**src/dz_pkg.sv**
```systemverilog
package dz_pkg;

    // pattern number from the game logic
    typedef logic [3:0] pat_t;

    // row index into the matrix, 0 is the top row
    typedef logic [2:0] row_idx_t;

    // one row of column bits, 1 lights the led
    typedef logic [7:0] cols_t;

    // row select, active low
    typedef logic [7:0] rows_t;

    // number of rows in the matrix
    parameter int ROWS = 8;

    // patterns with a red bitmap of their own and no green
    parameter pat_t PAT_RED_A = 4'd8;
    parameter pat_t PAT_RED_B = 4'd11;

    // never shown in red
    parameter pat_t PAT_GREEN_ONLY = 4'd10;

endpackage

```
**src/tick_gen.sv**
```systemverilog
`timescale 1ns/1ps

module tick_gen #(
    parameter int SCAN_DIV = 50000
) (
    input  logic clk,
    input  logic st,
    output logic scan_tick
);

    localparam int CW = (SCAN_DIV > 2) ? $clog2(SCAN_DIV) : 1;

    logic [CW-1:0] cnt;

    // down counter, one strobe per SCAN_DIV clocks
    always_ff @(posedge clk or negedge st)
    begin
        if (!st)
        begin
            cnt       <= CW'(SCAN_DIV - 1);
            scan_tick <= 1'b0;
        end
        else
        begin
            scan_tick <= (cnt == '0);
            if (cnt == '0)
                cnt <= CW'(SCAN_DIV - 1);  // reload
            else
                cnt <= cnt - 1'b1;
        end
    end

endmodule

```
**src/pattern_rom.sv**
```systemverilog
`timescale 1ns/1ps

module pattern_rom (
    input  dz_pkg::pat_t     pat,
    input  dz_pkg::row_idx_t row_idx,
    output dz_pkg::cols_t    green,
    output dz_pkg::cols_t    red
);

    // green plane
    always_comb
    begin
        green = '0;
        case (pat)
            4'd0:
            begin
                case (row_idx)
                    3'd2, 3'd5: green = 8'b0001_1000;
                    3'd3, 3'd4: green = 8'b0011_1100;
                    default:    green = '0;
                endcase
            end
            4'd1:
            begin
                case (row_idx)
                    3'd2, 3'd5: green = 8'b0011_1000;
                    3'd3, 3'd4: green = 8'b0111_1100;
                    default:    green = '0;
                endcase
            end
            4'd2:
            begin
                case (row_idx)
                    3'd2, 3'd5: green = 8'b0011_1100;
                    3'd3, 3'd4: green = 8'b0111_1110;
                    default:    green = '0;
                endcase
            end
            4'd3:
            begin
                case (row_idx)
                    3'd1, 3'd6:             green = 8'b0011_1100;
                    3'd2, 3'd3, 3'd4, 3'd5: green = 8'b0111_1110;
                    default:                green = '0;
                endcase
            end
            4'd4:
            begin
                case (row_idx)
                    3'd0, 3'd7:             green = 8'b0011_1100;
                    3'd1, 3'd6:             green = 8'b0111_1110;
                    3'd2, 3'd3, 3'd4, 3'd5: green = 8'b1111_1111;
                    default:                green = '0;
                endcase
            end
            4'd5:
            begin
                green = 8'b1111_1111;  // full matrix
            end
            4'd6:
            begin
                case (row_idx)
                    3'd0:    green = 8'b1100_0011;
                    3'd1:    green = 8'b1110_0011;
                    3'd2:    green = 8'b1111_0001;
                    3'd3:    green = 8'b1110_0011;
                    3'd4:    green = 8'b1100_0111;
                    3'd5:    green = 8'b1110_0111;
                    3'd6:    green = 8'b1111_0111;
                    3'd7:    green = 8'b1111_1011;
                    default: green = '0;
                endcase
            end
            4'd7:
            begin
                case (row_idx)
                    3'd1:    green = 8'b0000_0001;
                    3'd2:    green = 8'b1000_0001;
                    3'd3:    green = 8'b1100_0011;
                    3'd4:    green = 8'b1000_0011;
                    3'd5:    green = 8'b1100_0111;
                    3'd6:    green = 8'b1110_0111;
                    3'd7:    green = 8'b1111_0011;
                    default: green = '0;
                endcase
            end
            4'd9:
            begin
                case (row_idx)
                    3'd2:    green = 8'b0110_0000;
                    3'd3:    green = 8'b1111_1100;
                    3'd4:    green = 8'b0011_1111;
                    3'd5:    green = 8'b0011_1110;
                    3'd6:    green = 8'b0001_1100;
                    default: green = '0;
                endcase
            end
            dz_pkg::PAT_GREEN_ONLY:
            begin
                case (row_idx)
                    3'd2:       green = 8'b0001_1000;
                    3'd3:       green = 8'b0011_1100;
                    3'd4, 3'd5: green = 8'b0111_1110;
                    3'd6:       green = 8'b0010_0100;
                    default:    green = '0;
                endcase
            end
            default:
            begin
                green = '0;  // red-only and unused numbers
            end
        endcase
    end

    // own red bitmaps, fail rule lives in dz_show
    always_comb
    begin
        red = '0;
        case (pat)
            dz_pkg::PAT_RED_A:
            begin
                case (row_idx)
                    3'd1:    red = 8'b0011_1000;
                    3'd2:    red = 8'b0100_0100;
                    3'd3:    red = 8'b0101_1010;
                    3'd4:    red = 8'b0100_1010;
                    3'd5:    red = 8'b0011_0010;
                    3'd6:    red = 8'b1100_0100;
                    3'd7:    red = 8'b0011_1000;
                    default: red = '0;
                endcase
            end
            dz_pkg::PAT_RED_B:
            begin
                case (row_idx)
                    3'd0:    red = 8'b1110_0000;
                    3'd1:    red = 8'b0110_0000;
                    3'd2:    red = 8'b1110_0000;
                    3'd3:    red = 8'b0011_0000;
                    3'd4:    red = 8'b0011_0001;
                    3'd5:    red = 8'b0011_0011;
                    3'd6:    red = 8'b0011_1110;
                    3'd7:    red = 8'b0001_1100;
                    default: red = '0;
                endcase
            end
            default:
            begin
                red = '0;
            end
        endcase
    end

endmodule

```
**src/dz_show.sv**
```systemverilog
`timescale 1ns/1ps

module dz_show (
    input  logic             clk,
    input  logic             st,
    input  logic             scan_tick,
    input  dz_pkg::pat_t     num,
    input  logic             fail,
    input  dz_pkg::cols_t    green,
    input  dz_pkg::cols_t    red,
    output dz_pkg::row_idx_t row_idx,
    output dz_pkg::pat_t     pat,
    output dz_pkg::rows_t    row,
    output dz_pkg::cols_t    colg,
    output dz_pkg::cols_t    colr
);

    dz_pkg::cols_t red_sel;

    // pattern store looks up the live input, sampled at the strobe below
    assign pat = num;

    // red plane selection
    always_comb
    begin
        case (num)
            dz_pkg::PAT_RED_A, dz_pkg::PAT_RED_B:
            begin
                red_sel = red;  // own bitmap, fail or not
            end
            4'd6, 4'd7, 4'd9:
            begin
                red_sel = green;
            end
            dz_pkg::PAT_GREEN_ONLY:
            begin
                red_sel = '0;
            end
            4'd0, 4'd1, 4'd2, 4'd3, 4'd4, 4'd5:
            begin
                // blobs go dark red on a fail
                red_sel = fail ? '0 : green;
            end
            default:
            begin
                red_sel = '0;
            end
        endcase
    end

    // row counter
    always_ff @(posedge clk or negedge st)
    begin
        if (!st)
            row_idx <= '0;
        else if (scan_tick)
        begin
            if (row_idx == dz_pkg::row_idx_t'(dz_pkg::ROWS - 1))
                row_idx <= '0;
            else
                row_idx <= row_idx + 1'b1;
        end
    end

    // row select and both colour planes update together
    always_ff @(posedge clk or negedge st)
    begin
        if (!st)
        begin
            row  <= '1;  // no row active
            colg <= '0;
            colr <= '0;
        end
        else if (scan_tick)
        begin
            row  <= ~(dz_pkg::rows_t'(1) << row_idx);
            colg <= green;
            colr <= red_sel;
        end
    end

endmodule

```
**src/dz_top.sv**
```systemverilog
`timescale 1ns/1ps

module dz_top #(
    parameter int SCAN_DIV = 50000  // 1 kHz row rate from 50 MHz
) (
    input  logic          clk,
    input  logic          st,
    input  dz_pkg::pat_t  num,
    input  logic          fail,
    output dz_pkg::rows_t row,
    output dz_pkg::cols_t colg,
    output dz_pkg::cols_t colr
);

    logic             scan_tick;
    dz_pkg::row_idx_t row_idx;
    dz_pkg::pat_t     pat;
    dz_pkg::cols_t    green;
    dz_pkg::cols_t    red;

    tick_gen #(
        .SCAN_DIV (SCAN_DIV)
    ) i_tick_gen (
        .clk       (clk),
        .st        (st),
        .scan_tick (scan_tick)
    );

    dz_show i_dz_show (
        .clk       (clk),
        .st        (st),
        .scan_tick (scan_tick),
        .num       (num),
        .fail      (fail),
        .green     (green),
        .red       (red),
        .row_idx   (row_idx),
        .pat       (pat),
        .row       (row),
        .colg      (colg),
        .colr      (colr)
    );

    pattern_rom i_pattern_rom (
        .pat     (pat),
        .row_idx (row_idx),
        .green   (green),
        .red     (red)
    );

endmodule

```
**config.mk**
```make
export PLATFORM = sky130hd
export DESIGN_NAME = dz_top
export DESIGN_NICKNAME = d
export VERILOG_FILES = /design/src/dz_pkg.sv /design/src/tick_gen.sv /design/src/pattern_rom.sv /design/src/dz_show.sv /design/src/dz_top.sv
export SDC_FILE = /design/constraint.sdc
export NUM_CORES = 1
export LEC_CHECK = 0
export ABC_CLOCK_PERIOD_IN_PS = 3300
export BUFFER_PORTS_ARGS = -buffer_cell sky130_fd_sc_hd__buf_2
export CAP_MARGIN = 20
export CORE_ASPECT_RATIO = 1.75
export CORE_MARGIN = 10
export CORE_UTILIZATION = 40
export DETAILED_ROUTE_END_ITERATION = 10
export SLEW_MARGIN = 15
export SYNTH_ARGS = -nofsm -noshare
export SYNTH_HDL_FRONTEND = slang
export SYNTH_SLANG_ARGS = --single-unit
```
**constraint.sdc**
```tcl
create_clock -name clk -period 3.3 [get_ports clk]
set_input_delay 0.33 -clock clk [delete_from_list [all_inputs] [get_ports clk]]
set_output_delay 0.33 -clock clk [all_outputs]
set_load 0.01 [all_outputs]
```
# After elaboration in Yosys (flattened, before gate mapping)
# Memories as Yosys holds them, arrays and structs flattened.
# Index checks and enable logic that the tools add are counted.
[word_totals]
output_inout_bits = 24
mem_count = 3
reg_bits = 44
word_cells = 56
romBits = 136
input_bits = 7
[op_classes]
shift = 1
bitwise_logic = 1
add_sub_neg = 2
n_reduce_logical = 11
n_eq_ne = 18
n_mux = 14
[memory_table]
columns = ["memory", "depth", "word_bits", "rd", "rd_ports_with_merged_regs", "wr", "line_no", "source"]
rows = [
  ["(name not given)", 8, 8, 1, 0, 0, "pattern_rom.sv:135", "case (row_idx)"],
  ["(name not given)", 8, 5, 1, 0, 0, "pattern_rom.sv:62", "case (row_idx)"],
  ["(name not given)", 8, 4, 1, 0, 0, "pattern_rom.sv:49", "case (row_idx)"],
]
[op_table]
columns = ["operator", "n"]
rows = [
  ["$pmux 8 s10", 1],
  ["$pmux 8 s7", 1],
  ["$pmux 8 s6", 1],
  ["$pmux 7 s2", 3],
  ["$pmux 8 s5", 1],
  ["$pmux 7 s4", 1],
  ["$pmux 8 s3", 1],
  ["$eq 4x3->1 const B", 4],
  ["$eq 4x4->1 const B", 4],
  ["$logic_not 16->1", 1],
  ["$mux 16", 1],
  ["$pmux 8 s2", 1],
  ["$sub 16x1->16 const B", 1],
  ["$eq 3x3->1 const B", 4],
  ["$pmux 6 s2", 1],
  ["$reduce_or 2->1", 6],
  ["$eq 4x2->1 const B", 2],
  ["$mux 8", 1],
  ["$not 8->8", 1],
  ["$shl 1x3->8 const A", 1],
  ["$eq 3x2->1 const B", 2],
  ["$reduce_or 6->1", 1],
  ["$eq 4x1->1 const B", 1],
  ["$logic_not 4->1", 1],
  ["other kinds (5)", 5],
]

# Logic depth before layout (Yosys ltp)
[depth]
word_depth = 6
depth_mapped = 8
ltp_nobuf = 7

# Modules after synthesis
# From an unflattened synthesis, not the netlist that was laid out.
[unflattened]
hier_cells = 302
hier_area_um2 = 2935.3
[by_module_without_submodules]
columns = ["mod", "area_each_um2", "cells_per_inst", "seq_area_each_um2", "instances"]
rows = [
  ["dz_show", 1212.4, 95, 685.7, 1],
  ["pattern_rom", 864.6, 119, 0.0, 1],
  ["tick_gen", 858.3, 88, 436.7, 1],
]

# Worst setup path before layout
# Ideal clock, no wire load.
[synth_path]
path_kind = "register -> register"
from = "register i_dz_show.row_idx[2]"
to = "register i_dz_show.colr[2]"
t_required_ns = 3.157
stages_incl_launch_ff = 9
setup_ns = 0.143
period_less_slack_ns = 2.301
slack_ns = 0.999
path_buffers = 1
t_arrival_ns = 2.158
path_cell_list = "dfrtp_1 buf_2 inv_2 ha_1 or4b_1 o211ai_2 o22ai_2 nor4_2 o221ai_1"
[synth_via]
elab_chain_cells = 6
elab_cells_between_ends = 27
classes_between = "eq/ne (7); mux (12); reduce/logical (6); memory (2)"
[synth_lines]
columns = ["element", "line_no", "source"]
rows = [
  ["start, declared", "dz_show.sv:11", "output dz_pkg::row_idx_t row_idx,"],
  ["start signal, assigned", "dz_show.sv:61", "row_idx <= row_idx + 1'b1;"],
  ["$eq 3x2->1, or another cell as far along", "--", ""],
  ["$reduce_or 4->1, or another cell as far along", "pattern_rom.sv:41", "case (row_idx)"],
  ["$pmux 7 s2, or another cell as far along", "pattern_rom.sv:41", ""],
  ["$pmux 8 s10", "pattern_rom.sv:14", "case (pat)"],
  ["$mux 8", "dz_show.sv:42", "red_sel = fail ? '0 : green;"],
  ["$pmux 8 s3 (*)", "dz_show.sv:26", "case (num)"],
  ["end signal, assigned", "dz_show.sv:78", "colr <= red_sel;"],
  ["end, declared", "dz_show.sv:15", "output dz_pkg::cols_t colr"],
]
# Mark *: on every way between the ends. The rest lies on a longest branch, timed or not.
# A chain may end at the register's enable or synchronous reset.

# Final worst setup path
[layout_path]
from = "register i_dz_show.row_idx[0]"
to = "register i_dz_show.colr[4]"
# The elaborated chain is that of the path after synthesis.

==> metrics.md <==
| Metric | Value |
|---|---|
| Status | complete, no violations |
| # rows | 39 |
| Seq/Total Area, Yosys | 41.5% |
| Pwr Density | 367 nW/um^2 |
| Final Max Tran Viols | 0 |
| Final net count | 342 |
| Unrepaired setup endpoints after global routing | false |
| Slew HR | 24.8% |
| TNS Setup | 0 ps |
| Multi-input logic area | 1450 sq um |
| DRC | 0 |
| CTS root buffer | clkbuf_16 |
| Synth top area cells | dfrtp_1 (25%), dfstp_2 (17%), ha_1 (6.5%) |
| Starting density of the core | 41.4% |
| Top delay family on crit path | simple AND/OR/NAND/NOR gates |
| Post-CTS Setup Bufs | 0 |
| Most frequent cells in the layout | nor2_1 (31), buf_2 (30), nand2_1 (28) |
| Crit share post-route | 80.6% |
| FF-to-FF setup slack | 640 ps |
| Reg clk slew, reported paths | 60 ps |
| CP endpoint kind | flop |
| Top cell by count, worst path | ha_1 |
| Arrival time of the worst setup path | 2810 ps |
| Worst Path Class, Setup | reg -> reg |
| Worst slew pin tran | 1110 ps |
| Synth Cell Area | 2700 sq um |
| Largest net degree at the start of global routing | 45 |
| Worst hold path class | in -> async |
| I/O Buffers | 30 |
| Top_reg_cell synth | dfrtp_1 |
| Die Wd | 82.2 microns |
| IO Pins | 31 |
| DR pass1 iterations | 4 |
| H-tree levels | 2 |
| Vias in the first global route | 2398 |
| CP max-delay cell | or4b_4 |
| Leak | 1.37 nW |
| Mean post-synth cell area | 9.10 sq um |
| Die span in y | 129 microns |
| Worst path cell trace | ha_1 > ha_1 > or4b_4 > a21oi_2 > o22ai_2 > nor3_1 > o221ai_1 |
| GP Congestion | 1.01 |
| CTS max path bufs | 2 |
| Routed Wire Length | 7590 microns |
| F_max | 0.376 GHz |
| Syn_nets | 318 |
| Asr flop ratio synth | 100% |
| Final ANT Viol Nets | 0 |
| CP max FO | 15 |
| Final Hold Fails | 0 |
| CP peak stage delay | 590 ps |
| Cell variety after synth | 58 |
| #FFs+latches synth | 44 |
| Worst path buffer plus inverter count | 0 |
| Post-CTS Hold Fix Bufs | 0 |
| Worst Setup SP | i_dz_show.row_idx[0]$_DFFE_PN0P_ |
| Final setup vio count | 0 |
| Tmin final | 2660 ps |
| Initial antenna violation count | 0 |
| Vias post-DR | 2300 |
| RR Startpoint | i_dz_show.row_idx[0]$_DFFE_PN0P_ |
| Final antenna diode count | 0 |
| Clk_lat worst skew | 290 ps |
| FILL cells | 661 |
| VDD IR max | 285 uV |
| WP depth | 7 |
| Setup Skew | 7.02 ps |
| Num CTS Buffers | 5 |
| Drt via density | 5.69 |
| DP HPWL | 5660 microns |
| Wire per inst | 18.8 microns |
| Grt ovf | 0 |
| Reg2Reg Depth | 7 |
| Most common cell after layout, fill and taps aside | nor2_1 |
| Crit Reg-Reg Endpoint | i_dz_show.colr[4]$_DFFE_PN0P_ |
| First-pass GRT wire length | 12500 microns |
| WP data required | 3450 ps |
| Cell count after synthesis | 297 |
| CTS tree | yes |
| Area Growth Syn to Fin | 12.8% |
| Share of post-route cells with drive strength above 1 | 22.0% |
| Sequential Area | 1120 sq um |
| CORE AREA | 6540 sq um |
| Leading area contributor after synthesis | dfrtp_1 |
| Gates resized, CTS repair | 0 |
| CP Capture Point | i_dz_show.colr[4]$_DFFE_PN0P_ |
| Final core occ | 46.7% |
| Iter 0 DRT Violations | 278 |
| Startpoint Class | flop |
| Clock sink count | 44 |
| Power Total | 1.12 mW |
| Total track usage | 15.2% |
| Die area | 10600 sq um |
| Synth top area share | 25.0% |
| Post-synth EDFFs | 0 |
| Max Cap Violations | 0 |
| Synth Warn # | 0 |
-- flip-flops by register name (all words and copies together) (netlist names) --
signal                flops
i_tick_gen.cnt           16
i_dz_show.colg            8
i_dz_show.colr            8
i_dz_show.row             8
i_dz_show.row_idx         3
i_tick_gen.scan_tick      1
-- through the flow --
step	area, sq um	hold slack, ps	worst slack, ps	cells
floorplan	2700	34.4	999	297
global placement	2910	448	661	396
detailed placement	2910	453	639	396
CTS	3050	233	621	404
global route	3050	274	479	404
finish	3050	191	639	404
-- cell type report --
class,count,area share (%)
Timing Repair Buffer,32,5.41
Sequential cell,44,36.8
Clock inverter,2,0.410
Multi-Input combinational cell,220,47.6
Inverter,18,2.21
Tap cell,82,3.36
Clock buffer,6,4.22
-- worst register-to-register path, stage by stage (launching register included) --
cell      delay, ps
dfrtp_1         440
ha_1            320
ha_1            390
or4b_4          590
a21oi_2         150
o22ai_2         110
nor3_1          360
o221ai_1        160
-- how the worst min path moves through the flow --
stage | slack [ps] | to | depth (start not counted)
after floorplan | 30 | i_dz_show.colg[0]$_DFFE_PN0P_ | 0
after global placement | 450 | i_tick_gen.cnt[0]$_DFF_PN1_ | 1
after detailed placement | 450 | i_tick_gen.cnt[0]$_DFF_PN1_ | 1
after CTS | 230 | i_dz_show.colg[0]$_DFFE_PN0P_ | 1
after global routing | 270 | i_dz_show.colg[0]$_DFFE_PN0P_ | 1
final | 190 | i_dz_show.colg[0]$_DFFE_PN0P_ | 1
-- metal layers --
metal	global-route usage (%)	up-vias	part of all wire, %
met5	0	-	0
met4	9.36	0	4.4
met3	3.14	23	4.2
met2	26.7	71	54
met1	15.7	1100	38
li1	-	1106	-
-- cells in the mapped netlist, types with 3 or more instances --
cell and instances:
nand3_1 4, buf_2 5, ha_1 14, o21ai_0 14, dfrtp_1 27, nand2b_1 9
inv_1 16, mux2i_1 5, nor2_1 31, clkbuf_1 10, nor4_1 4, nor2b_1 7
o221ai_1 7, a2bb2oi_1 3, a31oi_1 4, xor2_1 7, dfstp_2 17, o22ai_1 3
nand2_1 28, xnor2_1 4, or3_1 3, nor3_1 7, a21oi_1 22, nor4_2 3
-- kinds of logic after synthesis --
logic type      synth area share [%]
compound gates                  18.7
xor+xnor                        3.56
fa+ha+maj                       6.48
buf+inv                         4.81
flops                           41.5
mux                             2.27
simple gates                    22.6
-- where the power goes --
part / switching, mW / internal, mW / total [mW]
clock: 0.205 / 0.279 / 0.484
sequential: 0.00444 / 0.548 / 0.553
combinational: 0.0544 / 0.0266 / 0.0810
Note: power is estimated with default switching activity, not from simulation.
